===== src/common/te_ctrl_pkg.sv =====
// engine state encoding, channel counts and state word layout
// shared by the sequencing blocks and the slot accumulators
package te_ctrl_pkg;

	localparam int NUM_LOGIC = 32; // logical channels
	localparam int CH_IDX_W  = 5;  // logical channel index

	// round states, gaps left where the full engine has extra steps
	typedef enum logic [3:0] {
		IDLE         = 4'd0,
		START        = 4'd1,
		FIND_CHANNEL = 4'd2,
		FILL_STATE   = 4'd3,
		READ_FIFO    = 4'd5,
		CORRELATION  = 4'd6,
		DUMP_STATE   = 4'd8,
		COR_FINISH   = 4'd9,
		TE_FINISH    = 4'd10,
		WAIT_CPU     = 4'd11,
		STAND_BY     = 4'd12
	} te_state_t;

	//--------------------------------------------------
	// state buffer layout, address = index * 32 + offset
	//--------------------------------------------------
	localparam int WORD_OFS_W = 5;
	localparam int BUF_ADDR_W = CH_IDX_W + WORD_OFS_W;
	localparam logic [WORD_OFS_W-1:0] WORD_SUM    = 5'd0;
	localparam logic [WORD_OFS_W-1:0] WORD_COUNT  = 5'd1;
	localparam logic [WORD_OFS_W-1:0] WORD_TARGET = 5'd2; // blocks per coherent period
	localparam logic [WORD_OFS_W-1:0] WORD_RESULT = 5'd3;

	localparam int COR_TAIL = 5; // cycles from last sample to end of correlation

endpackage


===== src/common/te_reg_pkg.sv =====
// host register map and data widths of the tracking engine
// imported by the register block, the buffer arbiter and the top level
package te_reg_pkg;

	localparam int TE_DATA_W = 32; // host and state buffer word
	localparam int TE_ADDR_W = 10; // host address, covers the whole state buffer
	localparam int REG_OFS_W = 6;  // low address bits seen by the register decode

	//--------------------------------------------------
	// register offsets
	//--------------------------------------------------
	localparam logic [REG_OFS_W-1:0] REG_CHANNEL_ENABLE = 6'd0; // one bit per logical channel
	localparam logic [REG_OFS_W-1:0] REG_COH_DATA_READY = 6'd1; // set at end of coherent period
	localparam logic [REG_OFS_W-1:0] REG_STATE          = 6'd2; // current engine state, read only

endpackage


===== src/hdl/buffer_arbiter.sv =====
`timescale 1ns/100ps
// single port access to the state buffer
// fill/dump owns the port in FILL_STATE and DUMP_STATE, the host otherwise
module buffer_arbiter import te_reg_pkg::*; import te_ctrl_pkg::*; (
	input  te_state_t             i_state,
	input  logic                  i_buffer_cs,
	input  logic                  i_rd,
	input  logic                  i_wr,
	input  logic [TE_ADDR_W-1:0]  i_addr,
	input  logic [TE_DATA_W-1:0]  i_wdata,
	input  logic                  i_fd_rd,
	input  logic                  i_fd_wr,
	input  logic [BUF_ADDR_W-1:0] i_fd_addr,
	input  logic [TE_DATA_W-1:0]  i_fd_wdata,
	output logic                  o_en,
	output logic                  o_we,
	output logic [BUF_ADDR_W-1:0] o_addr,
	output logic [TE_DATA_W-1:0]  o_wdata
);

	logic fd_grant;
	logic host_rd;
	logic host_wr;

	assign fd_grant = (i_state == FILL_STATE) || (i_state == DUMP_STATE);
	assign host_rd  = i_buffer_cs && i_rd;
	assign host_wr  = i_buffer_cs && i_wr;

	// host cycles during fill and dump are simply lost
	assign o_en    = fd_grant ? (i_fd_rd || i_fd_wr) : (host_rd || host_wr);
	assign o_we    = fd_grant ? i_fd_wr : host_wr;
	assign o_addr  = fd_grant ? i_fd_addr : i_addr[BUF_ADDR_W-1:0];
	assign o_wdata = fd_grant ? i_fd_wdata : i_wdata;

endmodule


===== config.mk =====
export PLATFORM = sky130hd
export DESIGN_NAME = buffer_arbiter
export DESIGN_NICKNAME = d
export VERILOG_FILES = /design/src/common/te_ctrl_pkg.sv /design/src/common/te_reg_pkg.sv /design/src/hdl/buffer_arbiter.sv
export SDC_FILE = /design/constraint.sdc
export NUM_CORES = 1
export LEC_CHECK = 0
export BUFFER_PORTS_ARGS = -buffer_cell sky130_fd_sc_hd__clkbuf_2
export CAP_MARGIN = 25
export CORE_MARGIN = 2
export CORE_UTILIZATION = 22
export DETAILED_ROUTE_END_ITERATION = 16
export MAX_ROUTING_LAYER = met4
export PLACE_DENSITY = 0.84
export SLEW_MARGIN = 10
export SYNTH_ARGS = -nofsm -noshare
export SYNTH_HDL_FRONTEND = slang
export SYNTH_SLANG_ARGS = --single-unit

===== constraint.sdc =====
create_clock -name vclk -period 1.4
set_clock_uncertainty 0.1 [all_clocks]
set_input_delay 0.14 -clock vclk [all_inputs]
set_output_delay 0.14 -clock vclk [all_outputs]
set_load 0.005 [all_outputs]

## Yosys cells after proc, flatten, opt, wreduce, memory -nomap -nowiden

Cells that the tools add are included.

| operators by class | value |
|---|---|
| equality and inequality tests | 2 |
| muxes and demuxes | 4 |
| reductions and logical operators | 5 |

Operators with widths:

| kind | count |
|---|---|
| $mux 32 | 1 |
| $mux 10 | 1 |
| $eq 4x2->1 const B | 1 |
| $eq 4x4->1 const B | 1 |
| $logic_or 1x1->1 | 3 |
| $logic_and 1x1->1 | 2 |
| $mux 1 | 2 |

| storage, ports and cells | value |
|---|---|
| register bits after elaboration | 0 |
| output and inout port bits | 44 |

## Depth between registers and ports, before layout

| depth | value |
|---|---|
| depth in word-level cells | 3 |
| depth in mapped cells | 4 |
| depth with buffers taken out | 3 |

## Worst setup path before layout

Ideal clock, no wire load.

| timing | value |
|---|---|
| path type | input to output |
| start point | in i_state[3] |
| end point | out o_addr[0] |
| arrival | 1.222 ns |
| required time | 1.160 ns |
| slack | -0.062 ns |
| stages | 4 |
| path buffers | 1 |
| path through | nor4b_2 a31oi_2 buf_6 mux2_2 |

| on the way | value |
|---|---|
| longest elaborated chain between the ends | 3 |

Ends and longest elaborated chain:

| element | line | source |
|---|---|---|
| from (decl) | buffer_arbiter.sv:5 | `input te_state_t i_state,` |
| $eq 4x2->1 / $eq 4x4->1 (equally long branches) | buffer_arbiter.sv:25 | `assign fd_grant = (i_state == FILL_STATE) \|\| (i_state == DUMP_STATE);` |
| $logic_or 1x1->1 * | buffer_arbiter.sv:25 |  |
| $mux 10 * | buffer_arbiter.sv:32 | `assign o_addr = fd_grant ? i_fd_addr : i_addr[BUF_ADDR_W-1:0];` |
| to (decl) | buffer_arbiter.sv:17 | `output logic [BUF_ADDR_W-1:0] o_addr,` |

Every way passes the cells marked *; elsewhere a longest branch is shown, timed or not.

## Worst setup path after layout

| timing | value |
|---|---|
| start point | in i_state[2] |
| end point | out o_addr[0] |

The elaborated chain is that of the path after synthesis.

==> run metrics <==
sequential cell count=0; Worst EP arrival=around 1.3 ns; Post-Synth Adder-Cell Area=0; Simple-Gate Fraction of Synth Area=0.0440; total core area=0.00252 mm^2; number of DRC markers in iteration 0=22; min-delay src=i_fd_wr; setup violators final=42; die width=56.1 um; pin count of the biggest net entering global routing=23; fin util=0.540; initial antenna violation count=0; Post-DRT Antenna Nets=0; Initial DRT Pass Iterations=4; most common cell in the netlist=mux2_2; min cycle time layout=1.51 ns; die area=0.00315 mm^2; Post-Syn Nets=148; # Max-Cap Violations=0; synthesis warning total=0; M1 GR Usage=0.203; Final Slew Violations=0; HPWL after DPL=between 2000 and 3000 um; Critical Path RT=1.16 ns; top cells by area, synth=mux2_2 74%, buf_6 7.5%, mux2_4 7.5%; Synth Area in XOR/XNOR=0; Least-Margin Pin Slew=between 0.2 and 0.3 ns; final cell count without fillers=221; multiplexer share of the synthesized area=0.845; met3 GRT Util=0.0302; WL/cell=13.0 um; sequential share of the synthesized area=0; Initial Util=0.237; Total Routed Length=2870 um; top cells by instance count after synthesis=39 x mux2_2, 4 x buf_6, 3 x mux2_4; outcome=finished, violations left; LEAKAGE=0.840 nW; Sum Neg Setup Slack=-3.80 ns; Fmax=0.664 GHz; Critical Path End Type=primary output; Overflow after GRT=0; area leader, netlist=mux2_2; highest ir drop seen on vdd=about 0.20 mV; Final Wtd Congestion=0.874; hold-fix buffers at CTS=0; RSZ-0062 raised after global routing=yes; DIE HEIGHT=56.1 um; Final Hold Vio Count=0; final worst slack=-0.107 ns; overall power=0.000410 W; max_slew headroom=0.832; gr usage total=0.171; critical path startpoint=i_state[2]; Layout Area Growth over Synthesis=128%; Layout clock buffers=0; Setup Fix Bufs, Post-CTS=0; failing checks=setup timing; DRC viols=0; layout cells sized above 1=0.963; Reg area=0 um^2; antenna fix cells=0; mean post-synth cell area=between 10 and 15 um^2; main combinational cell family by area after synthesis=multiplexers; fin crit share=1.08; Mapped Area=between 500 and 600 um^2; crit start category=input pin; post-cts gate resize count=3; Synth top area share=0.736; Max FO, Critical Path=22; number of cell rows=18; via-per-instance ratio=4.50; Pwr Density=between 300 and 400 mW/mm^2; Setup Crit Path Kind=in2out; most used routing layer=met2; Synth Area in Compound Gates=0.0294; Mapped Cells=55; fin nets=286; dpl cells=221; PortBufs=137; # IOs=137; Via Count=between 900 and 1000; GRT met2 Usage=0.304; setup slack at placement=-0.140 ns; vias in the first global route=966; first-pass GRT wire length=4400 um; post-synth cell types=10; HP Class=in2out
==> layout make-up <==
cell class / count / area, um^2
fillers: 251 / 1160
repair buffers: 140 / 751
multi-input cells: 50 / 569
well taps: 30 / 37.5
inverters: 1 / 3.75
==> per-layer routing <==
metal  wire length (um)  share of wire  vias to the layer above
li1                   -              -                      485
met1               1110           0.39                      434
met2               1390           0.48                       72
met3                335           0.12                        4
met4                 38          0.013                        0
met5                  0              0                        -
==> worst paths after layout <==
kind	end	slack (ns)	cells past startpoint
worst max-delay path	o_addr[0]	-0.11	6
worst min-delay path	o_we	0.48	4
==> per-stage QoR <==
step	area (um^2)	hold WS (ns)
floorplan	606	0.273
global placement	1330	0.464
detailed placement	1330	0.466
CTS	1360	0.468
global route	1360	0.487
finish	1360	0.477
==> where the power goes <==
part	total (W)	leakage, nW	internal (W)	switching [W]
clock network	0	0	0	0
logic	0.000410	0.840	0.000265	0.000145
registers	0	0	0	0
==> layout by cell type (no fill, tap or decap) <==
cell,n
mux2_2,38
buf_4,1
nor4b_4,1
a31oi_4,1
mux2i_1,2
inv_1,1
o21ai_0,1
clkbuf_2,133
buf_2,2
clkbuf_8,2
nand2_1,1
nor2_1,2
buf_12,2
mux2_4,4
==> cell families after synthesis <==
kind of cell / Yosys count
buf+inv: 5
compound gates: 2
simple gates: 4
mux: 44
==> worst max-delay path, cell delays in order <==
cell and delay, ns:
clkbuf_2 0.12, nor2_1 0.07, a31oi_4 0.25, buf_12 0.21
mux2_2 0.35, clkbuf_2 0.12
Power figures use the tool's default switching activity.
