==> src/common/te_ctrl_pkg.sv <==
// engine state encoding, channel counts and state word layout
// shared by the sequencing blocks and the slot accumulators
package te_ctrl_pkg;

	localparam int NUM_LOGIC = 32; // logical channels
	localparam int CH_IDX_W  = 5;  // logical channel index

	// round states, gaps left where the full engine has extra steps
	typedef enum logic [3:0] {
		IDLE         = 4'd0,
		START        = 4'd1,
		FIND_CHANNEL = 4'd2,
		FILL_STATE   = 4'd3,
		READ_FIFO    = 4'd5,
		CORRELATION  = 4'd6,
		DUMP_STATE   = 4'd8,
		COR_FINISH   = 4'd9,
		TE_FINISH    = 4'd10,
		WAIT_CPU     = 4'd11,
		STAND_BY     = 4'd12
	} te_state_t;

	//--------------------------------------------------
	// state buffer layout, address = index * 32 + offset
	//--------------------------------------------------
	localparam int WORD_OFS_W = 5;
	localparam int BUF_ADDR_W = CH_IDX_W + WORD_OFS_W;
	localparam logic [WORD_OFS_W-1:0] WORD_SUM    = 5'd0;
	localparam logic [WORD_OFS_W-1:0] WORD_COUNT  = 5'd1;
	localparam logic [WORD_OFS_W-1:0] WORD_TARGET = 5'd2; // blocks per coherent period
	localparam logic [WORD_OFS_W-1:0] WORD_RESULT = 5'd3;

	localparam int COR_TAIL = 5; // cycles from last sample to end of correlation

endpackage

==> src/tracking_engine/find_channel.sv <==
`timescale 1ns/100ps
// picks the next group of enabled logical channels for the physical slots
// scans one channel per cycle from bit 0, slots are filled from slot 0 up
module find_channel import te_ctrl_pkg::*; #(
	parameter int NUM_PHY = 4
) (
	input  logic                 clk,
	input  logic                 rst_b,
	input  logic                 i_latch,
	input  logic                 i_start,
	input  logic [NUM_LOGIC-1:0] i_channel_enable,
	output logic                 o_done,
	output logic                 o_channels_left,
	output logic [NUM_PHY-1:0]   o_phy_en,
	output logic [CH_IDX_W-1:0]  o_logic_idx [NUM_PHY]
);

	localparam int SLOT_W = (NUM_PHY > 1) ? $clog2(NUM_PHY) : 1;

	logic [NUM_LOGIC-1:0] remain; // channels not yet served this round
	logic                 busy;
	logic [CH_IDX_W-1:0]  scan;
	logic [SLOT_W-1:0]    slot;
	logic                 hit;
	logic                 finish;

	assign hit    = busy && remain[scan];
	assign finish = busy && ((scan == CH_IDX_W'(NUM_LOGIC - 1)) ||
	                         (hit && (slot == SLOT_W'(NUM_PHY - 1))));
	assign o_channels_left = |remain;

	always_ff @(posedge clk or negedge rst_b) begin
		if (!rst_b) begin
			remain   <= '0;
			busy     <= 1'b0;
			scan     <= '0;
			slot     <= '0;
			o_phy_en <= '0;
			o_done   <= 1'b0;
		end else begin
			o_done <= finish;
			if (i_latch)
				remain <= i_channel_enable;
			else if (hit)
				remain[scan] <= 1'b0;
			if (i_start) begin
				busy     <= 1'b1;
				scan     <= '0;
				slot     <= '0;
				o_phy_en <= '0;
			end else if (busy) begin
				scan <= scan + 1'b1;
				if (hit) begin
					o_phy_en[slot] <= 1'b1;
					slot           <= slot + 1'b1;
				end
				if (finish)
					busy <= 1'b0;
			end
		end
	end

	always_ff @(posedge clk) begin
		if (hit)
			o_logic_idx[slot] <= scan;
	end

endmodule

==> config.mk <==
export PLATFORM = sky130hd
export DESIGN_NAME = find_channel
export DESIGN_NICKNAME = d
export VERILOG_FILES = /design/src/common/te_ctrl_pkg.sv /design/src/tracking_engine/find_channel.sv
export SDC_FILE = /design/constraint.sdc
export NUM_CORES = 1
export LEC_CHECK = 0
export ABC_AREA = 1
export BUFFER_PORTS_ARGS = -buffer_cell sky130_fd_sc_hd__buf_2
export CORE_MARGIN = 1
export CORE_UTILIZATION = 56
export DETAILED_ROUTE_END_ITERATION = 8
export PLACE_DENSITY = 0.82
export SYNTH_ARGS = -nofsm -noshare
export SYNTH_HDL_FRONTEND = slang
export SYNTH_SLANG_ARGS = --single-unit
==> constraint.sdc <==
create_clock -name clk -period 2.3 [get_ports clk]
set_input_delay 0.69 -clock clk [delete_from_list [all_inputs] [get_ports clk]]
set_output_delay 0.69 -clock clk [all_outputs]
set_load 0.02 [all_outputs]
---- Word-level counts from Yosys, hierarchy flattened ----
Index checks and enable logic that the tools add are counted.
storage, ports and cells
  bits in registers ....................... 65
  bits in latches ......................... 0
  memory bits (writable) .................. 0
  memory bits (read-only) ................. 0
  output and inout port bits .............. 26
  memories ................................ 0
cells by class
  add/sub/neg operators ................... 2
  multiply operators ...................... 0
  divide/modulo/power cells ............... 0
  $lt $le $gt $ge ......................... 6
  equality and inequality tests ........... 2
  shift-type cells ........................ 0
  muxes and demuxes ....................... 22
  bitwise logic cells ..................... 4
  reductions and logical operators ........ 12
operator list
  operator               number
  $mux W32               2
  $and A32 B32 Y32       1
  $not A32 Y32           1
  $reduce_or A32 Y1      1
  $bwmux W20             1
  $mux W5                3
  $mux W4                3
  $demux W5 S2           1
  $logic_and A1 B1 Y1    6
  $lt A5 B6 Y1 const B   1
  $mux W1                6
  $mux W2                3
  $reduce_bool A2 Y1     3
  $add A5 B1 Y5 const B  1
  $bmux W1 S5            1
  $demux W1 S5           1
  $eq A5 B5 Y1 const B   1
  $ge A5 B1 Y1 const B   1
  $or A4 B4 Y4           1
  $ge A3 B3 Y1 const B   1
  $lt A2 B3 Y1 const B   1
  $lt A3 B1 Y1 const B   1
  $not A2 Y3             1
  $add A2 B1 Y2 const B  1
  other kinds (5)        5

---- Depth between registers and ports, before layout ----
  depth after elaboration ................. 9
  gate-level depth with buffers ........... 15

---- Worst setup path after synthesis ----
No wires, ideal clock.
  path type ............................... register to register
  start point ............................. register scan[1]
  end point ............................... register o_logic_idx[0] (netlist bit) (enable)
  data arrival time ....................... 1.553 ns
  data required time ...................... 1.990 ns
  slack ................................... 0.437 ns
  stages on the path, launching flop included .. 13
  path buffers ............................ 3
  clock period less this slack ............ 1.863 ns
  path through ............................ dfrtp_1 buf_4 inv_2 buf_2 nand3_1 nand2_1 nand2_1 nand2_1 nor2_1 nand2_1 buf_6 nand3_1 inv_1
between the ends
  longest elaborated chain between the ends .. 3
ends and longest elaborated chain
  element                        line                RTL
  start, declared                find_channel.sv:22  logic [CH_IDX_W-1:0] scan;
  start signal, assigned         find_channel.sv:52  scan <= scan + 1'b1;
  $bmux W1 S5                    find_channel.sv:27  assign hit = busy && remain[scan];
  $mux W1 (not written as such)  find_channel.sv:27
  $logic_and A1 B1 Y1            find_channel.sv:27
  end signal, assigned by index  find_channel.sv:65  o_logic_idx[slot] <= scan;
  end, declared                  find_channel.sv:15  output logic [CH_IDX_W-1:0] o_logic_idx [NUM_PHY]
Every way passes these cells. The select of a mux whose other input is x is not followed.
A chain may end at the register's enable or synchronous reset.

---- Worst setup path after layout ----
  start point ............................. register remain[8]
  end point ............................... output port o_channels_left
between the ends
  longest elaborated chain between the ends .. 1
ends and longest elaborated chain
  element                 line                RTL
  start, declared         find_channel.sv:20  logic [NUM_LOGIC-1:0] remain;
  start signal, assigned  find_channel.sv:43  remain <= i_channel_enable;
  $reduce_or A32 Y1       find_channel.sv:30  assign o_channels_left = |remain;
  end, declared           find_channel.sv:13  output logic o_channels_left,
Every way passes these cells.

==> summary.md <==
| Metric | Value |
|---|---|
| # IOs | 62 |
| Crit-path most repeated cell | nand4_1 |
| Hold crit path type | in2async |
| Number of antenna diodes | 0 |
| Area of the multi-input gates | 1330 um2 |
| Worst rel slew slack | 0.598 |
| # hold bufs at CTS | 0 |
| Clk network pwr share | 0.281 |
| Mapped Avg Cell Area | 7.84 um2 |
| CP Data Required Time | 1.61 ns |
| Overall Global Routing Usage | 0.279 |
| Mapped cell area | 3400 um2 |
| Failing checks | negative setup slack |
| GP Congestion | 0.965 |
| FF+latch count, synth | 65 |
| Fillers | 465 |
| Syn_nets | 478 |
| Critical Path Fanout Max | 2 |
| Internal power | 1.95 mW |
| Max-slew violations | 0 |
| Layout area overhead | 16.9% |
| Number of distinct library cells after synthesis | 20 |
| Core box area | 5680 um2 |
| Cells along the critical path | inv_1 > nand4_1 > nor4_2 > nand4_1 > buf_6 |
| CTS HTree Levels | 3 |
| Antenna violations before repair | 0 |
| Met2 WL | 3740 um |
| Clock Tree Buf Depth | 2 |
| # clock sinks | 65 |
| Clock root cell | clkbuf_8 |
| Crit path time final | 2.32 ns |
| Main area contributors after synthesis | dfrtp_1, edfxtp_1, nand2_1, nand3_1, inv_1 |
| Final net count | 544 |
| Switching pwr | 1.04 mW |
| Total power draw | 3.00 mW |
| Final core utilization | 0.700 |
| Part of the cycle the worst path needs | 1.01 |
| CTS tree | done |
| Layout cells sized above 1 | 0.196 |
| Final WL | 7930 um |
| Vias post-DR | 3000 |
| Reg power frac | 0.474 |
| Wire length on met3 | 408 um |
| Final WS setup | -0.0209 ns |
| Worst Skew | 0.00728 ns |
| RSZ-0062 raised after global routing | yes |
| Max layer used | met4 |
| Sw Ratio | 0.348 |
| Dpl cell area | 3770 um2 |
| Die area | 6380 um2 |
| Critical-path top delay cell | dfrtp_1 |
| Total grt overflow | 0 |
| Critical Path End Type | output pin |
| Status | complete, but fails checks |
| VDD IR max | 605 uV |
| Post-Route Setup TNS | -0.0209 ns |
| Endpoints failing hold | 0 |
| Startpoint Class | register |
| Met1 wire length | 3650 um |
| Setup violations, final | 1 |
| CP max stage delay | 0.39 ns |
| First-pass GRT wire length | 13300 um |
| Register clock-pin slew on the reported worst setup and hold paths | 0.07 ns |
| Largest net degree at the start of global routing | 33 |
| Pwr dens | 755 nW/um2 |
| # rows | 27 |
| Synth top area share | 0.332 |
| Maximum Capacitance Violations | 0 |
| # port buffers | 61 |
| Initial Util | 0.598 |
| Ys Warns | 0 |
| Sequential area share after synthesis | 0.508 |
| CP Class | reg2out |
| Vias/cell | 5.21 |
| DP Wirelength | 5830 um |
| Die Wd | 79.9 um |
| Residual DRC | 0 |
| Drt first-iter violations | 214 |
| FF/Latch Area | 1730 um2 |
| Arr. time, crit path | 1.63 ns |
| Final ANT Viol Nets | 0 |
| Total CTS buffers | 9 |
| Comb power frac | 0.246 |
| Worst Max-Slew Pin Slew | 0.603 ns |
| Die H | 79.9 um |
| F_max | 0.431 GHz |
| Fin area | 3970 um2 |
| Pre-CTS WS | 0.101 ns |
| Leakage | 2.04 nW |
| Cell count after synthesis | 433 |
| Area leader, netlist | dfrtp_1 |
| Vias in the first global route | 2811 |
| Wirelength per Cell | 13.8 um |
| DRT Pass-1 Iters | 5 |
| Worst-Skew Late Latency | 0.34 ns |
## stage by stage
| step | hold WS, ns | instances |
|---|---|---|
| 6_report | 0.170 | 576 |
| 5_1_grt | 0.166 | 576 |
| 4_1_cts | 0.166 | 575 |
| 3_5_place_dp | 0.496 | 559 |
| 3_3_place_gp | 0.488 | 559 |
| 2_1_floorplan | 0.394 | 433 |
## power groups by stage
stage / Combinational [mW] / Sequential (mW) / Clock, mW
6_report: 0.736 / 1.42 / 0.842
3_5_place_dp: 0.726 / 1.44 / 0
3_3_place_gp: 0.703 / 1.43 / 0
2_1_floorplan: 0.454 / 1.50 / 0
4_1_cts: 0.730 / 1.42 / 0.851
5_1_grt: 0.827 / 1.43 / 0.906
## registers in the layout, summed over array words and instances (netlist names)
signal	count
busy	1
o_done	1
o_logic_idx	20
o_phy_en	4
remain	32
scan	5
slot	2
## logic make-up after synthesis
| family | after synthesis | share of synthesized area |
|---|---|---|
| buf+inv | 81 | 0.103 |
| simple gates | 266 | 0.338 |
| flops | 65 | 0.508 |
| compound gates | 12 | 0.0177 |
| fa+ha+maj | 9 | 0.0332 |
## per-layer routing
layer  up-vias  global-route usage
met5         -                   0
met1      1353               0.368
li1       1517                   -
met2       117               0.461
met4         0               0.111
met3        13              0.0423
## synth_stat cells (all sizes together)
cell    count
ha          9
dfrtp      45
buf        14
clkbuf      6
a21oi       8
nor3       11
nor4        2
nor2       29
nand4       8
nand2     129
clkinv      1
edfxtp     20
o21ai       4
nand3      87
inv        60
## repair_timing
action	4_1_cts	5_1_grt
endpoints found under the hold margin	0	0
resized for setup	1	6
endpoints found under the setup margin	1	49
pin swaps	3	3
setup buffers	0	1
## placed cells by master (no fill, tap or decap), drive strengths merged
cell type	netlist	final
dfrtp	45	45
clkinv	1	4
ha	9	9
o21ai	4	4
edfxtp	20	20
clkinvlp	0	4
nand4	8	8
buf	14	75
clkbuf	6	9
inv	60	60
nand2	129	129
nor2	29	29
nor3	11	11
nand3	87	87
nor4	2	2
a21oi	8	8
## area by class of cell
type,count,share of cell area
Sequential cell,65,0.436
Multi-Input combinational cell,287,0.335
Timing Repair Buffer,75,0.105
Inverter,61,0.0583
Clock buffer,9,0.0312
Tap cell,72,0.0227
Clock inverter,7,0.0120
## critical path: cells and delay by family (launching register included)
kind	cells	cell delay, ns
DFF	1	0.39
and+or+nand+nor	3	0.65
buffers and inverters	2	0.24
## worst paths after layout
| kind | startpoint | to | slack (ns) | cells after the start |
|---|---|---|---|---|
| max reg2reg | scan[2] | o_logic_idx[3] | 0.19 | 8 |
| max | remain[8] | o_channels_left | -0.02 | 5 |
| min in group clk | remain[30] | remain[30] | 0.51 | 2 |
| min | rst_b | o_done | 0.17 | 1 |
| min reg2reg | remain[30] | remain[30] | 0.51 | 2 |
| max in group asynchronous | rst_b | remain[6] | 1.61 | 2 |
No activity file was read; power rests on OpenSTA's default activity.
