$ cat config.mk
export PLATFORM = sky130hd
export DESIGN_NAME = fill_dump_ctrl
export DESIGN_NICKNAME = d
export VERILOG_FILES = /design/src/common/te_ctrl_pkg.sv /design/src/common/te_reg_pkg.sv /design/src/tracking_engine/fill_dump_ctrl.sv
export SDC_FILE = /design/constraint.sdc
export NUM_CORES = 1
export LEC_CHECK = 0
export BUFFER_PORTS_ARGS = -buffer_cell sky130_fd_sc_hd__buf_2
export CAP_MARGIN = 20
export CORE_AREA = 2 2 207 209
export DETAILED_ROUTE_END_ITERATION = 8
export DIE_AREA = 0 0 209 211
export GPL_TIMING_DRIVEN = 0
export HOLD_SLACK_MARGIN = 0.1
export PLACE_DENSITY = 0.4
export SYNTH_ARGS = -nofsm -noshare
export SYNTH_HDL_FRONTEND = slang
export SYNTH_SLANG_ARGS = --single-unit
export TNS_END_PERCENT = 1
$ cat constraint.sdc
create_clock -name clk -period 2.94 [get_ports clk]
set_clock_uncertainty 0.1 [all_clocks]
set_input_delay 0.441 -clock clk [delete_from_list [all_inputs] [get_ports clk]]
set_output_delay 0.441 -clock clk [all_outputs]
set_load 0.03 [all_outputs]
$ cat src/common/te_ctrl_pkg.sv
// engine state encoding, channel counts and state word layout
// shared by the sequencing blocks and the slot accumulators
package te_ctrl_pkg;

	localparam int NUM_LOGIC = 32; // logical channels
	localparam int CH_IDX_W  = 5;  // logical channel index

	// round states, gaps left where the full engine has extra steps
	typedef enum logic [3:0] {
		IDLE         = 4'd0,
		START        = 4'd1,
		FIND_CHANNEL = 4'd2,
		FILL_STATE   = 4'd3,
		READ_FIFO    = 4'd5,
		CORRELATION  = 4'd6,
		DUMP_STATE   = 4'd8,
		COR_FINISH   = 4'd9,
		TE_FINISH    = 4'd10,
		WAIT_CPU     = 4'd11,
		STAND_BY     = 4'd12
	} te_state_t;

	//--------------------------------------------------
	// state buffer layout, address = index * 32 + offset
	//--------------------------------------------------
	localparam int WORD_OFS_W = 5;
	localparam int BUF_ADDR_W = CH_IDX_W + WORD_OFS_W;
	localparam logic [WORD_OFS_W-1:0] WORD_SUM    = 5'd0;
	localparam logic [WORD_OFS_W-1:0] WORD_COUNT  = 5'd1;
	localparam logic [WORD_OFS_W-1:0] WORD_TARGET = 5'd2; // blocks per coherent period
	localparam logic [WORD_OFS_W-1:0] WORD_RESULT = 5'd3;

	localparam int COR_TAIL = 5; // cycles from last sample to end of correlation

endpackage

$ cat src/common/te_reg_pkg.sv
// host register map and data widths of the tracking engine
// imported by the register block, the buffer arbiter and the top level
package te_reg_pkg;

	localparam int TE_DATA_W = 32; // host and state buffer word
	localparam int TE_ADDR_W = 10; // host address, covers the whole state buffer
	localparam int REG_OFS_W = 6;  // low address bits seen by the register decode

	//--------------------------------------------------
	// register offsets
	//--------------------------------------------------
	localparam logic [REG_OFS_W-1:0] REG_CHANNEL_ENABLE = 6'd0; // one bit per logical channel
	localparam logic [REG_OFS_W-1:0] REG_COH_DATA_READY = 6'd1; // set at end of coherent period
	localparam logic [REG_OFS_W-1:0] REG_STATE          = 6'd2; // current engine state, read only

endpackage

$ cat src/tracking_engine/fill_dump_ctrl.sv
`timescale 1ns/100ps
// moves channel state between the state buffer and the physical slots
// fill reads three words per active slot, dump writes two or three back
module fill_dump_ctrl import te_reg_pkg::*; import te_ctrl_pkg::*; #(
	parameter int NUM_PHY = 4
) (
	input  logic                  clk,
	input  logic                  rst_b,
	input  logic                  i_fill_start,
	input  logic                  i_dump_start,
	input  logic [NUM_PHY-1:0]    i_phy_en,
	input  logic [CH_IDX_W-1:0]   i_logic_idx [NUM_PHY],
	input  logic [TE_DATA_W-1:0]  i_rdata,
	input  logic [NUM_PHY-1:0]    i_coh_done,
	input  logic [TE_DATA_W-1:0]  i_new_sum [NUM_PHY],
	input  logic [TE_DATA_W-1:0]  i_new_count [NUM_PHY],
	input  logic [TE_DATA_W-1:0]  i_result [NUM_PHY],
	output logic                  o_fill_done,
	output logic                  o_dump_done,
	output logic [NUM_PHY-1:0]    o_load_sel,
	output logic [1:0]            o_load_word,
	output logic                  o_rd,
	output logic                  o_wr,
	output logic [BUF_ADDR_W-1:0] o_addr,
	output logic [TE_DATA_W-1:0]  o_wdata,
	output logic [NUM_LOGIC-1:0]  o_coh_set
);

	localparam int SLOT_W = (NUM_PHY > 1) ? $clog2(NUM_PHY) : 1;

	logic                  busy;
	logic                  dump_mode;
	logic [SLOT_W-1:0]     slot;
	logic [1:0]            word;
	logic                  rd_d;      // read data returns this cycle
	logic [SLOT_W-1:0]     slot_d;
	logic [NUM_PHY-1:0]    phy_next;
	logic                  word_last;
	logic                  slot_last;
	logic                  step_last;
	logic [WORD_OFS_W-1:0] ofs;
	logic [TE_DATA_W-1:0]  dump_data;

	assign phy_next  = i_phy_en >> 1;                // active slots form a prefix
	assign word_last = (word == 2'd2) || (dump_mode && (word == 2'd1) && !i_coh_done[slot]);
	assign slot_last = !phy_next[slot];
	assign step_last = busy && word_last && slot_last;

	always_comb begin
		case (word)
			2'd0: begin
				ofs       = WORD_SUM;
				dump_data = i_new_sum[slot];
			end
			2'd1: begin
				ofs       = WORD_COUNT;
				dump_data = i_new_count[slot];
			end
			default: begin
				ofs       = dump_mode ? WORD_RESULT : WORD_TARGET;
				dump_data = i_result[slot];
			end
		endcase
	end

	assign o_rd       = busy && !dump_mode;
	assign o_wr       = busy && dump_mode;
	assign o_addr     = {i_logic_idx[slot], ofs};
	assign o_wdata    = rd_d ? i_rdata : dump_data;  // shared slot data bus
	assign o_load_sel = rd_d ? (NUM_PHY'(1) << slot_d) : '0;
	assign o_coh_set  = (o_wr && (word == 2'd2)) ? (NUM_LOGIC'(1) << i_logic_idx[slot]) : '0;

	always_ff @(posedge clk or negedge rst_b) begin
		if (!rst_b) begin
			busy        <= 1'b0;
			dump_mode   <= 1'b0;
			slot        <= '0;
			word        <= '0;
			rd_d        <= 1'b0;
			slot_d      <= '0;
			o_load_word <= '0;
			o_fill_done <= 1'b0;
			o_dump_done <= 1'b0;
		end else begin
			rd_d        <= o_rd;
			slot_d      <= slot;
			o_load_word <= word;
			o_fill_done <= (i_fill_start && !i_phy_en[0]) || (o_rd && step_last);
			o_dump_done <= (i_dump_start && !i_phy_en[0]) || (o_wr && step_last);
			if (i_fill_start || i_dump_start) begin
				busy      <= i_phy_en[0];
				dump_mode <= i_dump_start;
				slot      <= '0;
				word      <= '0;
			end else if (busy) begin
				if (word_last) begin
					word <= '0;
					slot <= slot + 1'b1;
					busy <= !slot_last;
				end else begin
					word <= word + 1'b1;
				end
			end
		end
	end

endmodule

After elaboration in Yosys (flattened, before gate mapping)
Cells that the tools add are included.
Operators by class
  add/sub/neg operators: 2
  order comparisons: 2
  equality and inequality tests: 2
  shift-type cells: 2
  mux-type cells: 31
  bitwise logic cells: 1
  reduce and logical (&&, ||, !) cells: 23
Operators with widths (number)
  32-bit two-way mux: 8
  32-bit binary-select mux with 2-bit select: 3
  32-bit case mux with 2 select lines: 1
  1-bit by 5-bit left shift with 32-bit output, first input constant: 1
  2-bit two-way mux: 6
  1-bit logical AND: 11
  5-bit binary-select mux with 2-bit select: 1
  5-bit two-way mux: 2
  1-bit two-way mux: 6
  2-bit by 1-bit adder with 2-bit output, second input constant: 2
  1-bit binary-select mux with 2-bit select: 2
  1-bit zero test: 4
  1-bit logical OR: 4
  4-bit two-way mux: 1
  2-bit case mux with 2 select lines: 1
  2-bit nonzero test: 2
  1-bit by 2-bit left shift with 4-bit output, first input constant: 1
  3-bit greater-or-equal comparator, second input constant: 1
  2-bit by 3-bit < comparator with 1-bit output, second input constant: 1
  2-bit inverter with 3-bit output: 1
  2-bit by 1-bit == test with 1-bit output, second input constant: 1
  2-bit == test, second input constant: 1
  2-bit zero test: 1
  2-bit AND reduction: 1
Word-level totals
  bits in registers: 13
  input port bits: 448
  output and inout port bits: 84
  word-level logic and storage cells: 72

Depth between registers and ports, before layout
  depth after elaboration: 9
  depth in mapped cells: 8
  gate-level depth less buffers: 6

Worst setup path after synthesis
No wires, ideal clock.
  path type: flip-flop to output port
  start point: register slot[0]
  end point: output port o_coh_set[1]
  arrival: 2.262 ns
  data required time: 2.399 ns
  path slack: 0.137 ns
  stages on the path, launching flop included: 6
  buffers on the path: 1
  path through: dfrtp_1 > buf_6 > mux4_2 > nand2b_4 > or2_1 > nor3_1
Between the ends
  cells in the longest elaborated chain, start to end: 6
Ends and longest elaborated chain
  start: declaration: line fill_dump_ctrl.sv:33  | logic [SLOT_W-1:0] slot;
  start signal: assignment: line fill_dump_ctrl.sv:98  | slot <= slot + 1'b1;
  2-bit inverter with 3-bit output
  5-bit binary-select mux with 2-bit select
  5-bit two-way mux (2 in series)
  net o_addr[6]: line fill_dump_ctrl.sv:24  | output logic [BUF_ADDR_W-1:0] o_addr,
  1-bit by 5-bit left shift with 32-bit output: line fill_dump_ctrl.sv:71  | assign o_coh_set = (o_wr && (word == 2'd2)) ? (NUM_LOGIC'(1) << i_logic_idx[slot]) : '0;
  32-bit two-way mux: line fill_dump_ctrl.sv:71
  end: declaration: line fill_dump_ctrl.sv:26  | output logic [NUM_LOGIC-1:0] o_coh_set
The timed path passes the listed nets, and every way through them passes these cells. The select of a mux whose other input is x is not followed.

Worst setup path after layout
  start point: register word[0]
  end point: output port o_wdata[17]
Between the ends
  cells in the longest elaborated chain, start to end: 3
Ends and longest elaborated chain
  start: declaration: line fill_dump_ctrl.sv:34  | logic [1:0] word;
  start signal: assignment: line fill_dump_ctrl.sv:101  | word <= word + 1'b1;
  2-bit by 1-bit == test with 1-bit output or 2-bit zero test (tied branches): line fill_dump_ctrl.sv:50  | case (word)
  32-bit case mux with 2 select lines *: line fill_dump_ctrl.sv:50
  32-bit two-way mux *: line fill_dump_ctrl.sv:69  | assign o_wdata = rd_d ? i_rdata : dump_data;
  end: declaration: line fill_dump_ctrl.sv:25  | output logic [TE_DATA_W-1:0] o_wdata,
Every way passes the cells marked *; elsewhere a longest branch is shown, timed or not.

==> impl_metrics.csv <==
group,metric,value,unit
timing,setup_viol,1,
timing,finalHoldViolations,0,
synthesis,synth_mux_area_share,47.7,%
synthesis,yosys_warnings,0,
power_and_ir_drop,peakVddDrop,0.162,mV
worst_setup_path,cp-start-kind,"flop",
finish,nFillCells,4794,
grt,grt.total_usage,16.3,%
power_and_ir_drop,power_density,178,nW/um^2
timing,worst_pin_slew,0.840,ns
clock_tree,cts_buffer_depth,2,
synthesis,yosysTopAreaCellShare,45.1,%
routing,wirelength,38200,um
worst_setup_path,crit_chain,"ha_4 -> or3_4 -> clkbuf_8 -> buf_16 -> o22ai_4 -> nor4_1 -> a21oi_1 -> buf_4",
worst_setup_path,r2r-end,"o_fill_done",
synthesis,syn_inst,568,
synthesis,synth-simple-area-share,14.3,%
synthesis,synth_cell_type_count,37,
clock_tree,clock_latency,0.24,ns
clock_tree,clk_pin_slew,0.04,ns
synthesis,synth-edff-count,0,
place,placed_area,7770,sq um
worst_setup_path,rr_startpoint,"slot[0]",
finish,layout_common_cells,"buf_2, mux2i_1, o22ai_1, inv_1, a21oi_1",
floorplan,ios,532,
worst_setup_path,required,2.40,ns
floorplan,rows,75,
clock_tree,cts.sinks,13,
worst_setup_path,worstSetupPathType,"flop to primary output",
synthesis,syn_area_per_cell,7.62,sq um
worst_setup_path,cpPeakStageDelay,0.44,ns
finish,final_common_cell,"buf_2",
run,maxCapViolCount,0,
synthesis,syn-cell-area,4330,sq um
worst_setup_path,arrival,2.46,ns
routing,drt-initial-drc-count,363,
timing,fmax,333,MHz
routing,ant_nets,0,
place,dp_hpwl,32200,um
grt,grt_first_pass_wirelength,51400,um
timing,rsz0062_at_grt,"yes",
floorplan,die-area,44100,sq um
synthesis,synth-seq-cells,13,
timing,fin_crit,3.00,ns
worst_hold_path,hold_path.class,"flop to flop",
finish,drive_gt1_share,57.2,%
power_and_ir_drop,power.leakage,3.72,nW
floorplan,die_x,209,um
synthesis,synthFlopType,"dfrtp_1",
grt,grt_antenna_before_repair,1,
timing,worst_slack,-0.0619,ns
synthesis,synth-seq-area-share,7.51,%
outcome,status,"complete, but fails checks",
worst_setup_path,cp_max_fo,9,
clock_tree,cts-root-buf,"clkbuf_16",
routing,drc,0,
routing,via_per_inst,4.20,
worst_setup_path,slowest_stage,"or3_4",
routing,wire_per_inst,23.1,um
grt,gr-total-overflow,0,
finish,stdcell_area,8320,sq um
timing,tns,-0.0619,ns
synthesis,synth_top_family_by_area,"multiplexers",
worst_hold_path,hold_depth,0,
floorplan,die_h,211,um
place,portBuffers,528,
finish,nNetsFinal,1564,
worst_setup_path,cp-end-kind,"primary output",
synthesis,synth_fa_ha_area_share,0.867,%
synthesis,async_flop_share,100,%
worst_setup_path,r2r_cells,6,
worst_setup_path,r2r_slack,1.00,ns
finish,area_growth_syn_to_layout,92.2,%
clock_tree,cts_buffers,3,
timing,slew_viol_final,0,
timing,finalCritPeriodShare,102,%
clock_tree,htreeDepth,1,
floorplan,initial_core_util,10.4,%
synthesis,synth-xor-area-share,0,%
worst_hold_path,hold_path_end,"slot_d[0]",
synthesis,synthTopCellsByArea,"mux2i_1, o22ai_1, dfrtp_1",
worst_setup_path,crit_family,"buffers and inverters",
grt,grt_max_degree,14,
power_and_ir_drop,total_power,1.48,mW
synthesis,yosys.area.top_type,"mux2i_1",
finish,fin_util,19.9,%
floorplan,core_area,41800,sq um
routing,vias,6942,
clock_tree,cts_tree,"built",
worst_hold_path,min-delay-start,"slot[0]",
worst_setup_path,crit_buf_inv,3,
routing,dr.pass1.iters,5,
place,gp_congestion,0.828,
timing,maxSlewHeadroom,44.0,%
outcome,violations,"setup timing",
synthesis,synth_compound_area_share,19.9,%
timing,hold_slack,0.303,ns
grt,grt_pass1_vias,7433,
power breakdown:
group          switching, mW  internal, mW  leakage (nW)  total [mW]
sequential           0.00552         0.186         0.168       0.192
combinational          0.581         0.453          3.51        1.03
clock                 0.0718         0.183        0.0382       0.254
total                  0.658         0.821          3.72        1.48
cell usage after synthesis (3+ instances only):
| cell type | n |
|---|---|
| nand3b_1 | 4 |
| and3_1 | 3 |
| o21ai_0 | 4 |
| nand2b_1 | 5 |
| nand3_1 | 3 |
| buf_4 | 6 |
| or3_1 | 3 |
| clkbuf_1 | 28 |
| or2_1 | 3 |
| dfrtp_1 | 13 |
| nor2_1 | 25 |
| mux4_2 | 5 |
| a21oi_1 | 36 |
| o22ai_1 | 97 |
| nor4_1 | 32 |
| ha_1 | 3 |
| mux2i_1 | 195 |
| nand2_1 | 11 |
| nor3_1 | 10 |
| buf_2 | 21 |
| inv_1 | 39 |
cells by family after synthesis:
| family | count (synthesis) |
|---|---|
| muxes | 200 |
| AOI/OAI and AO/OA | 144 |
| and+or+nand+nor | 110 |
| buffers and inverters | 97 |
| DFF | 13 |
| adders and majority gates | 3 |
| other | 1 |
worst reg2reg max path, cell delays in order (launching register included):
cell and delay, ns:
dfrtp_1 0.36, buf_6 0.19, buf_4 0.22, mux2i_1 0.26, a221oi_2 0.14, or2_2 0.34, o32ai_1 0.24
layer usage:
| metal | GRT usage [%] | up-vias | wire length, um |
|---|---|---|---|
| met5 | 0 | - | 0 |
| met4 | 3.47 | 0 | 643 |
| met3 | 1.84 | 36 | 2330 |
| met2 | 30.3 | 423 | 19400 |
| met1 | 20.3 | 3212 | 15800 |
| li1 | - | 3271 | - |
worst max-delay path by stage:
stage / from / end / slack, ns / cells after the start
floorplan: slot[0] / o_coh_set[1] / 0.14 / 5
global placement: word[1] / o_wdata[4] / -1.17 / 9
detailed placement: word[1] / o_wdata[1] / -1.06 / 9
CTS: word[0] / o_wdata[17] / -0.006 / 9
global route: slot[1] / o_wdata[5] / -0.08 / 8
finish: word[0] / o_wdata[17] / -0.06 / 8
per-stage QoR:
stage                     setup slack [ns]  std cells
after floorplan                      0.137        570
after global placement               -1.17       1637
after detailed placement             -1.06       1644
after CTS                         -0.00587       1651
after global routing               -0.0800       1651
final                              -0.0619       1652
area by class of cell:
cell class | instances | area (sq um) | area share (%)
Clock buffer | 4 | 78.8 | 0.947
Inverter | 39 | 146 | 1.76
Buffer | 56 | 485 | 5.83
Sequential cell | 13 | 329 | 3.95
Multi-Input combinational cell | 460 | 3790 | 45.5
Antenna cell | 1 | 2.50 | 0.0301
Timing Repair Buffer | 540 | 2820 | 33.8
Tap cell | 539 | 674 | 8.10
what timing repair did:
| item | 4_1_cts | 5_1_grt |
|---|---|---|
| hold endpoints to repair | 13 | 0 |
| pin swaps | 4 | 0 |
| setup buffers | 4 | 0 |
| endpoints found under the setup margin | 46 | 32 |
| gates resized for setup | 116 | 23 |
| hold buffers | 1 | 0 |
registers in the layout (all words and copies together), names as in the netlist:
| register | cells |
|---|---|
| slot | 2 |
| o_load_word | 2 |
| rd_d | 1 |
| busy | 1 |
| o_dump_done | 1 |
| dump_mode | 1 |
| slot_d | 2 |
| word | 2 |
| o_fill_done | 1 |
Note: power is estimated with default switching activity, not from simulation.
