## src/common/te_ctrl_pkg.sv

```systemverilog
// engine state encoding, channel counts and state word layout
// shared by the sequencing blocks and the slot accumulators
package te_ctrl_pkg;

	localparam int NUM_LOGIC = 32; // logical channels
	localparam int CH_IDX_W  = 5;  // logical channel index

	// round states, gaps left where the full engine has extra steps
	typedef enum logic [3:0] {
		IDLE         = 4'd0,
		START        = 4'd1,
		FIND_CHANNEL = 4'd2,
		FILL_STATE   = 4'd3,
		READ_FIFO    = 4'd5,
		CORRELATION  = 4'd6,
		DUMP_STATE   = 4'd8,
		COR_FINISH   = 4'd9,
		TE_FINISH    = 4'd10,
		WAIT_CPU     = 4'd11,
		STAND_BY     = 4'd12
	} te_state_t;

	//--------------------------------------------------
	// state buffer layout, address = index * 32 + offset
	//--------------------------------------------------
	localparam int WORD_OFS_W = 5;
	localparam int BUF_ADDR_W = CH_IDX_W + WORD_OFS_W;
	localparam logic [WORD_OFS_W-1:0] WORD_SUM    = 5'd0;
	localparam logic [WORD_OFS_W-1:0] WORD_COUNT  = 5'd1;
	localparam logic [WORD_OFS_W-1:0] WORD_TARGET = 5'd2; // blocks per coherent period
	localparam logic [WORD_OFS_W-1:0] WORD_RESULT = 5'd3;

	localparam int COR_TAIL = 5; // cycles from last sample to end of correlation

endpackage

```

## src/tracking_engine/te_ctrl_fsm.sv

```systemverilog
`timescale 1ns/100ps
// round sequencer of the tracking engine
// issues block start pulses and the registered FIFO strobes
module te_ctrl_fsm import te_ctrl_pkg::*; (
	input  logic      clk,
	input  logic      rst_b,
	input  logic      i_te_start,
	input  logic      i_fifo_ready,
	input  logic      i_fifo_last_data,
	input  logic      i_any_enabled,
	input  logic      i_find_done,
	input  logic      i_fill_done,
	input  logic      i_dump_done,
	input  logic      i_channels_left,
	output te_state_t o_state,
	output logic      o_round_start,
	output logic      o_find_start,
	output logic      o_fill_start,
	output logic      o_dump_start,
	output logic      o_te_over,
	output logic      o_te_running,
	output logic      o_fifo_read,
	output logic      o_fifo_rewind,
	output logic      o_fifo_skip
);

	te_state_t           cur_state;
	te_state_t           nxt_state;
	logic [COR_TAIL-1:0] last_dly; // correlator drain after last sample
	logic                cor_done;

	always_ff @(posedge clk or negedge rst_b) begin
		if (!rst_b) begin
			cur_state <= STAND_BY;
			last_dly  <= '0;
		end else begin
			cur_state <= nxt_state;
			last_dly  <= {last_dly[COR_TAIL-2:0], i_fifo_last_data};
		end
	end

	assign cor_done = last_dly[COR_TAIL-1];

	always_comb begin
		case (cur_state)
			STAND_BY:     nxt_state = i_te_start ? IDLE : STAND_BY;
			IDLE:         nxt_state = i_fifo_ready ? START : IDLE;
			START:        nxt_state = i_any_enabled ? FIND_CHANNEL : TE_FINISH;
			FIND_CHANNEL: nxt_state = i_find_done ? FILL_STATE : FIND_CHANNEL;
			FILL_STATE:   nxt_state = i_fill_done ? READ_FIFO : FILL_STATE;
			READ_FIFO:    nxt_state = CORRELATION;
			CORRELATION:  nxt_state = cor_done ? DUMP_STATE : CORRELATION;
			DUMP_STATE:   nxt_state = i_dump_done ? COR_FINISH : DUMP_STATE;
			COR_FINISH:   nxt_state = i_channels_left ? FIND_CHANNEL : TE_FINISH;
			TE_FINISH:    nxt_state = WAIT_CPU;
			WAIT_CPU:     nxt_state = i_te_start ? IDLE : WAIT_CPU;
			default:      nxt_state = STAND_BY;
		endcase
	end

	assign o_state       = cur_state;
	assign o_round_start = (nxt_state == START);
	assign o_find_start  = (cur_state != FIND_CHANNEL) && (nxt_state == FIND_CHANNEL);
	assign o_fill_start  = (cur_state == FIND_CHANNEL) && i_find_done;
	assign o_dump_start  = (cur_state == CORRELATION) && cor_done;
	assign o_te_over     = (cur_state == TE_FINISH);
	assign o_te_running  = (cur_state != STAND_BY) && (cur_state != WAIT_CPU);

	//--------------------------------------------------
	// FIFO strobes, one cycle each
	//--------------------------------------------------
	always_ff @(posedge clk or negedge rst_b) begin
		if (!rst_b) begin
			o_fifo_read   <= 1'b0;
			o_fifo_rewind <= 1'b0;
			o_fifo_skip   <= 1'b0;
		end else begin
			o_fifo_read   <= (nxt_state == READ_FIFO);
			o_fifo_rewind <= (nxt_state == COR_FINISH) && i_channels_left; // same block again
			o_fifo_skip   <= (nxt_state == TE_FINISH);                     // block done for all
		end
	end

endmodule

```

## config.mk

```make
export PLATFORM = sky130hd
export DESIGN_NAME = te_ctrl_fsm
export DESIGN_NICKNAME = d
export VERILOG_FILES = /design/src/common/te_ctrl_pkg.sv /design/src/tracking_engine/te_ctrl_fsm.sv
export SDC_FILE = /design/constraint.sdc
export NUM_CORES = 1
export LEC_CHECK = 0
export CORE_AREA = 2 2 39 41
export CTS_CLUSTER_DIAMETER = 80
export DETAILED_ROUTE_END_ITERATION = 16
export DIE_AREA = 0 0 41 43
export DONT_BUFFER_PORTS = 1
export PLACE_DENSITY = 0.73
export SLEW_MARGIN = 40
export SYNTH_ARGS = -nofsm -noshare
export SYNTH_HDL_FRONTEND = slang
export SYNTH_SLANG_ARGS = --single-unit
```

## constraint.sdc

```tcl
create_clock -name clk -period 1.55 [get_ports clk]
set_clock_uncertainty 0.2 [all_clocks]
set_input_delay 0.0775 -clock clk [delete_from_list [all_inputs] [get_ports clk]]
set_output_delay 0.0775 -clock clk [all_outputs]
set_load 0.1 [all_outputs]
```

# [Word level (Yosys, flattened, before mapping)]
# Index checks and enable logic that the tools add are counted.
[classes] mul=0 eq_ne=18 shift=0 magnitude_cmp=0 reduce_logical=6 bitwise=0 muxes=10 div_mod_pow=0 add_sub_neg=0
[ops] operator="4-bit case mux with 11 select lines" count=1
[ops] operator="4-bit == test (second input constant)" count=7
[ops] operator="4-bit two-way mux" count=5
[ops] operator="4-bit by 2-bit == test with 1-bit output (second input constant)" count=3
[ops] operator="4-bit by 3-bit == test with 1-bit output (second input constant)" count=3
[ops] operator="4-bit by 1-bit == test with 1-bit output (second input constant)" count=2
[ops] operator="4-bit inequality test (second input constant)" count=2
[ops] operator="1-bit logical AND" count=5
[ops] operator="4-bit zero test" count=1
[ops] operator="4-bit by 2-bit inequality test with 1-bit output (second input constant)" count=1
[ops] operator="1-bit two-way mux" count=3
[ops] operator="3-bit two-way mux" count=1
[totals] word_cells=39 ram_bits=0 inputBits=10 latchBits=0 output_inout_bits=13 mem_bits_ro=0 mem_count=0 regBits=12

# [Longest topological paths before layout]
# Gate-level depths: netlist of the first run.
[logic_depth] word_depth=4 mapped_depth=5 ltp_nobuf=4

# [Worst setup path before layout of the first run]
# No wires, ideal clock.
[synth_path] path_kind="reg-to-output" start="register cur_state[1] (netlist: o_state[1])" end="output o_te_running" required_ns=1.272 slack_ns=-2.209 stages_incl_launch_ff=4 n_path_buf=1 arrival_ns=3.482 cell_sequence="dfrtp_1 buf_4 nor3b_1 o21ai_0"
[synth_via] elab_chain_len=2 word_cells_on_any_way=3 classes_between="eq/ne (2); reduce/logical (1)"
[synth_lines] item="start: declaration" line="te_ctrl_fsm.sv:27" text="te_state_t cur_state;"
[synth_lines] item="start signal: assignment" line="te_ctrl_fsm.sv:37" text="cur_state <= nxt_state;"
[synth_lines] item="4-bit inequality test" line="te_ctrl_fsm.sv:67" text="assign o_te_running = (cur_state != STAND_BY) && (cur_state != WAIT_CPU);"
[synth_lines] item="1-bit logical AND *" line="te_ctrl_fsm.sv:67"
[synth_lines] item="end: declaration" line="te_ctrl_fsm.sv:21" text="output logic o_te_running,"
# Mark *: on every way between the ends. The rest lies on a longest branch, timed or not.

# [Final worst setup path of the first run]
[layout_path] start="register cur_state[1] (netlist: o_state[1])" end="output o_find_start"
[layout_via] elab_chain_len=4 word_cells_on_any_way=15 classes_between="eq/ne (12); mux (1); reduce/logical (2)"
[layout_lines] item="4-bit == test, or another cell as far along" line="te_ctrl_fsm.sv:45" text="case (cur_state)"
[layout_lines] item="4-bit case mux with 11 select lines" line="te_ctrl_fsm.sv:45"
[layout_lines] item="4-bit by 2-bit == test with 1-bit output" line="te_ctrl_fsm.sv:63" text="assign o_find_start = (cur_state != FIND_CHANNEL) && (nxt_state == FIND_CHANNEL);"
[layout_lines] item="1-bit logical AND *" line="te_ctrl_fsm.sv:63"
[layout_lines] item="end: declaration" line="te_ctrl_fsm.sv:17" text="output logic o_find_start,"
# Marked as above.

==> results_dict.tcl, run 1 <==
set metrics [dict create \
    setup_ws_ns -0.847 \
    start_util_pct 46.7 \
    overflow 0 \
    diodes 0 \
    final-setup-viol-count 12 \
    htreeDepth 1 \
    nNetsFinal 116 \
    cts_buffers 3 \
    yosys_warnings 0 \
    routedWlPerCell_um 19.1 \
    drc 0 \
    fmax_mhz 417 \
    start_kind "flip-flop" \
    synth_cells 61 \
    dr.pass1.iters 4 \
    grt_pass1_wl_um 3520 \
    cp_max_fo 10 \
    gp_congestion 0.834 \
    die_y_um 43 \
    die_w_um 41 \
    startpoint "o_state[1]$_DFF_PN0_" \
    hold_ws_ns -0.0817 \
    rsz0062_at_grt "yes" \
    fillers 65 \
    tightest_slew_ns 0.565 \
    clockBufferDepth 2 \
    rr_endpoint "o_fifo_rewind$_DFF_PN0_" \
    synth_top_family_by_area "simple AND/OR/NAND/NOR gates" \
    post-route-period-util_pct 155 \
    die_area_um2 1760 \
    grt_pass1_vias 774 \
    rrSetupSlack_ns -0.59 \
    cp.arrival_ns 2.12 \
    synth-compound-area-share_pct 17.8 \
    dr_total_vias 719 \
    min-delay-start "i_any_enabled" \
    synth_area_per_cell_um2 10.6 \
    routed_wl_um 2310 \
    finalSetupTns_ns -4.63 \
    synth_area_um2 646 \
    pre_cts_slack_ns -0.517 \
    cts.sink_count 12 \
    synth-edff-count 0 \
    clk_latency_ns 0.27 \
    cts_root_buf "clkbuf_4" \
    status "finished, violations left" \
    drt_iter0_markers 39 \
    synth-seq-cells 12 \
    violations "negative hold slack, negative setup slack" \
    r2r_cells 7 \
    port_buffers 0 \
    num_rows 14 \
    viasPerCell 5.94 \
    syn_nets 71 \
    hold_viol_final 2 \
    ys_top_cells_by_area "dfrtp_1 (39%), dfstp_2 (8.1%), nor4_2 (5.8%), nor2b_1 (3.9%), a21o_1 (3.5%)" \
    synth_most_common_cell "dfrtp_1" \
    io_pins 23 \
    tritoncts "yes" \
    slew_headroom_pct 62.2 \
    worstSetupEndpointType "output pin" \
    synth.area.mux_share_pct 3.29 \
    post-route-util_pct 87.9 \
    synthSimpleGateAreaFrac_pct 26.6 \
    synth_flop_cell "dfrtp_1" \
    synth_top_area_share_pct 38.8 \
    slew_violations 0 \
    timing.rr.start "o_state[3]$_DFF_PN1_" \
    endpoint "o_find_start" \
    yosys.area_share.adder_pct 0 \
    clkTransAtPathRegs_ns 0.08 \
    critical_path_class "flip-flop to output pin" \
    synthArstFlopShare_pct 100 \
    yosysTopAreaCell "dfrtp_1" \
    syn_to_final_growth_pct 88.4 \
    antenna_found_initial 0 \
    grt_max_degree 13 \
    drive_gt1_share_pct 61.0 \
    hold_path.class "primary input to flip-flop" \
    grtUsageTotal_pct 30.2 \
    cap_violations 0 \
    core_um2 1380 \
    finalCriticalPeriod_ns 2.40 \
    ant_nets 0 \
    required_ns 1.27 \
    synthDistinctLibCells 28 \
    hold_buffers 5 \
    hpwl_um 1310 \
    ys_seq_area_share_pct 46.9 \
    ys_top_cells_by_count "dfrtp_1 (10), nand2_1 (4), nor2_1 (4), nor2b_1 (4)" \
    synth-xor-area-share_pct 0 \
]
[layer usage]
| metal | global-route usage, % | wire (µm) |
|---|---|---|
| met5 | 0 | 0 |
| met4 | 15.3 | 72 |
| met3 | 9.42 | 191 |
| met2 | 45.9 | 1190 |
| met1 | 36.6 | 860 |
[worst min path at each step]
| stage | endpoint | slack, ns | cells past startpoint |
|---|---|---|---|
| after floorplan | last_dly[0]$_DFF_PN0_ | -0.42 | 0 |
| after CTS | o_fifo_skip$_DFF_PN0_ | -0.11 | 3 |
| after global placement | last_dly[0]$_DFF_PN0_ | -0.42 | 0 |
| after detailed placement | last_dly[2]$_DFF_PN0_ | -0.42 | 0 |
| after global routing | o_fifo_skip$_DFF_PN0_ | -0.09 | 3 |
| final | o_fifo_skip$_DFF_PN0_ | -0.08 | 3 |
[stage by stage]
stage / cell area [µm²] / std cells
2_1_floorplan: 723 / 61
3_3_place_gp: 1000 / 103
3_5_place_dp: 1000 / 103
4_1_cts: 1160 / 118
5_1_grt: 1220 / 121
6_report: 1220 / 121
[cell families after synthesis]
group                  Yosys count
AOI/OAI and AO/OA               15
DFF                             12
buffers and inverters            6
and+or+nand+nor                 26
muxes                            2
[critical path, cell delays in order (launching register included)]
cell and delay (ns):
dfrtp_4 0.51, buf_4 0.19, a31oi_1 0.21, nor2b_1 0.09
a211o_1 0.30, nor4_4 0.34, buf_12 0.22
[sequential cells by signal, indices dropped and copies added, names as in the netlist]
signal,flops
o_fifo_rewind,1
o_fifo_skip,1
o_state,4
last_dly,5
o_fifo_read,1
[placed cells by master, fill, tap and decap left out, drive strengths merged, types with 3 or more instances in the layout]
master,netlist,layout
clkbuf,0,4
a21o,3,3
nor2,5,5
nor4,3,3
nor2b,4,4
dfrtp,10,10
dlygate4sd3,0,5
nand2,4,4
buf,4,39
o21ai,4,4
[layout make-up]
class	instances	area [µm²]	share of cell area, %
clock buffer	4	36.3	2.98
inverter	2	7.51	0.617
multi-input combinational	43	399	32.8
sequential	12	318	26.1
tap	16	20.0	1.65
timing repair buffer	44	435	35.8
[what timing repair did]
item	4_1_cts	5_1_grt
gates cloned	0	0
resized for setup	9	7
pin swaps	3	3
endpoints found under the hold margin	18	2
setup buffers	6	3
setup endpoints to repair	13	13
Power of run 1 is not shown: default switching activity piles up to over one toggle a cycle in this logic, so the estimate is an artifact.
==> inputs of run 2 (changes only) <==
--- a/config.mk
+++ b/config.mk
@@ -5,12 +5,14 @@
 export SDC_FILE = /design/constraint.sdc
 export NUM_CORES = 1
 export LEC_CHECK = 0
-export CORE_AREA = 2 2 39 41
+export CELL_PAD_IN_SITES_DETAIL_PLACEMENT = 1
+export CELL_PAD_IN_SITES_GLOBAL_PLACEMENT = 1
+export CORE_MARGIN = 1.5
+export CORE_UTILIZATION = 39
 export CTS_CLUSTER_DIAMETER = 80
 export DETAILED_ROUTE_END_ITERATION = 16
-export DIE_AREA = 0 0 41 43
 export DONT_BUFFER_PORTS = 1
-export PLACE_DENSITY = 0.73
+export PLACE_DENSITY = 0.76
 export SLEW_MARGIN = 40
 export SYNTH_ARGS = -nofsm -noshare
 export SYNTH_HDL_FRONTEND = slang
==> results_dict.tcl, run 2 <==
set metrics [dict create \
    synth_area_um2 646 \
    placedCellCount 102 \
    start_util_pct 42.4 \
    num_rows 14 \
    synthArstFlopShare_pct 100 \
    pre_cts_slack_ns -0.588 \
    hold_buffers 4 \
    cts_buffers 3 \
    cts_setup_buffers 8 \
    stop_stage "clock tree synthesis (4_1_cts)" \
    die_w_um 43.7 \
    ys_top_cells_by_count "dfrtp_1 (10), nand2_1 (4), nor2_1 (4), nor2b_1 (4)" \
    yosys_warnings 0 \
    ys_seq_area_share_pct 46.9 \
    status "stopped before the end" \
    synth-edff-count 0 \
    synth_flop_cell "dfrtp_1" \
    clockBufferDepth 2 \
    gp_congestion 0.840 \
    cts.sink_count 12 \
    yosysTopAreaCell "dfrtp_1" \
    hpwl_um 1500 \
    synth_top_area_share_pct 38.8 \
    synth_area_per_cell_um2 10.6 \
    htreeDepth 1 \
    cts_root_buf "clkbuf_4" \
    port_buffers 0 \
    ys_top_cells_by_area "dfrtp_1 (39%), dfstp_2 (8.1%), nor4_2 (5.8%), nor2b_1 (3.9%), a21o_1 (3.5%)" \
    error "[ERROR DPL-0033] detailed placement checks failed during check placement." \
    io_pins 23 \
    synth_cells 61 \
    die_y_um 43.7 \
    synth_most_common_cell "dfrtp_1" \
    cts_resized 19 \
    syn_nets 71 \
    synthDistinctLibCells 28 \
    synth-seq-cells 12 \
]
run 2: cell counts after synthesis:
Identical to the previous run, type by type.
run 2: per-stage QoR:
stage / setup TNS [ns] / cell area [µm²]
3_5_place_dp: -1.96 / 992
2_1_floorplan: -4.91 / 723
3_3_place_gp: -1.60 / 992
run 2: kinds of logic after synthesis:
family | count (synthesis) | share of synthesized area [%]
multiplexers | 2 | 3.29
flip-flops | 12 | 46.9
AND/OR/NAND/NOR | 26 | 26.5
AO/OA/AOI/OAI | 15 | 17.8
buffers and inverters | 6 | 5.43
==> inputs of run 3 (changes only) <==
==> config.mk (replaced) <==
export PLATFORM = sky130hd
export DESIGN_NAME = te_ctrl_fsm
export DESIGN_NICKNAME = d
export VERILOG_FILES = /design/src/common/te_ctrl_pkg.sv /design/src/tracking_engine/te_ctrl_fsm.sv
export SDC_FILE = /design/constraint.sdc
export NUM_CORES = 1
export LEC_CHECK = 0
export CORE_AREA = 2 2 63 65
export DETAILED_ROUTE_END_ITERATION = 16
export DIE_AREA = 0 0 65 67
export DONT_BUFFER_PORTS = 1
export PLACE_DENSITY_LB_ADDON = 0.15
export SLEW_MARGIN = 40
export SYNTH_ARGS = -nofsm -noshare
export SYNTH_HDL_FRONTEND = slang
export SYNTH_SLANG_ARGS = --single-unit
==> constraint.sdc (replaced) <==
create_clock -name clk -period 2 [get_ports clk]
set_clock_uncertainty 0.2 [all_clocks]
set_input_delay 0.1 -clock clk [delete_from_list [all_inputs] [get_ports clk]]
set_output_delay 0.1 -clock clk [all_outputs]
set_load 0.1 [all_outputs]
==> results_dict.tcl, run 3 (synthesized netlist as in run 1, its figures left out) <==
set metrics [dict create \
    hold_buffers 5 \
    slew_headroom_pct 64.4 \
    setup_ws_ns -0.347 \
    die_y_um 67 \
    core_um2 3610 \
    grtUsageTotal_pct 9.82 \
    ant_nets 0 \
    crit_slowest_cell "dfstp_4" \
    tightest_slew_ns 0.533 \
    cts_root_buf "clkbuf_8" \
    clockBufferDepth 2 \
    post-route-util_pct 33.1 \
    rsz0062_at_grt "yes" \
    grt_pass1_wl_um 3180 \
    cap_violations 0 \
    dr_total_vias 627 \
    crit_family "flip-flops" \
    htreeDepth 1 \
    diodes 0 \
    port_buffers 0 \
    num_rows 22 \
    hold_ws_ns -0.179 \
    post-route-period-util_pct 117 \
    final_common_cell "buf_4" \
    hpwl_um 1400 \
    worstPathCellList "buf_4 -> mux2_4 -> nor4_4 -> a211o_1 -> nor4_4 -> buf_12" \
    regMostFlops "last_dly" \
    largest_reg_flops 5 \
    dr.pass1.iters 4 \
    syn_to_final_growth_pct 84.7 \
    overflow 0 \
    io_pins 23 \
    max_stage_delay_ns 0.63 \
    grt_pass1_vias 660 \
    cp_max_fo 4 \
    clk_latency_ns 0.24 \
    drc 0 \
    path_common_cell "nor4_4" \
    routed_wl_um 1960 \
    required_ns 1.70 \
    grt_max_degree 13 \
    fmax_mhz 426 \
    hold_viol_final 2 \
    crit_buf_inv 2 \
    die_w_um 65 \
    status "finished, violations left" \
    tritoncts "yes" \
    viasPerCell 4.24 \
    rrSetupSlack_ns -0.08 \
    cts_buffers 3 \
    finalSetupTns_ns -0.425 \
    antenna_found_initial 0 \
    critical_path_class "flip-flop to output pin" \
    slew_violations 0 \
    violations "negative hold slack, negative setup slack" \
    fin_area_um2 1190 \
    start_kind "flip-flop" \
    routedWlPerCell_um 13.3 \
    clkTransAtPathRegs_ns 0.06 \
    nNetsFinal 111 \
    final_cell_mix "buf_4 (27), dfrtp_1 (8), buf_12 (6), dlygate4sd3_1 (5)" \
    gp_congestion 0.761 \
    cp.arrival_ns 2.05 \
    die_area_um2 4360 \
    hold_path.class "primary input to flip-flop" \
    worstSetupEndpointType "output pin" \
    placed_cell_area_um2 1010 \
    drt_iter0_markers 9 \
    drive_gt1_share_pct 56.0 \
    finalCriticalPeriod_ns 2.35 \
    start_util_pct 17.9 \
    cts.sink_count 12 \
    final-setup-viol-count 2 \
]
[run 3: stage by stage]
| stage | worst slack, ns | std cells | hold slack (ns) |
|---|---|---|---|
| after floorplan | -0.931 | 61 | -0.396 |
| after global placement | -0.0794 | 133 | -0.395 |
| after detailed placement | -0.0898 | 133 | -0.395 |
| after CTS | -0.341 | 147 | -0.179 |
| after global routing | -0.410 | 148 | -0.185 |
| final | -0.347 | 148 | -0.179 |
[run 3: timing repair]
item,CTS,global route
hold endpoints to repair,17,2
endpoints found under the setup margin,3,5
resized for setup,2,3
pin swaps,4,1
setup buffers,6,1
[run 3: path summary, 6_finish.rpt]
| path | startpoint | endpoint | cells past startpoint |
|---|---|---|---|
| worst min-delay path | i_channels_left | o_fifo_rewind$_DFF_PN0_ | 1 |
| worst max-delay path | o_state[3]$_DFF_PN1_ | o_find_start | 6 |
| max in group asynchronous | rst_b | o_state[1]$_DFF_PN0_ | 1 |
| min in group asynchronous | rst_b | o_fifo_rewind$_DFF_PN0_ | 1 |
| worst max register to register | o_state[3]$_DFF_PN1_ | o_fifo_rewind$_DFF_PN0_ | 7 |
| worst min register to register | last_dly[3]$_DFF_PN0_ | last_dly[4]$_DFF_PN0_ | 0 |
[run 3: layout make-up]
class	instances	area, µm²
fill	377	2410
timing repair buffer	39	384
inverter	2	7.51
tap	48	60.1
multi-input combinational	43	373
clock buffer	4	55.1
sequential	12	313
[run 3: routing by layer]
metal  track usage [%]  vias to the layer above  share of wire (%)
li1                  -                      300                  -
met1              11.7                      313                 43
met2              16.9                       12                 52
met3              2.87                        2                3.8
met4              3.19                        0               0.61
met5                 0                        -                  0
Power of run 3 is left out for the same reason.
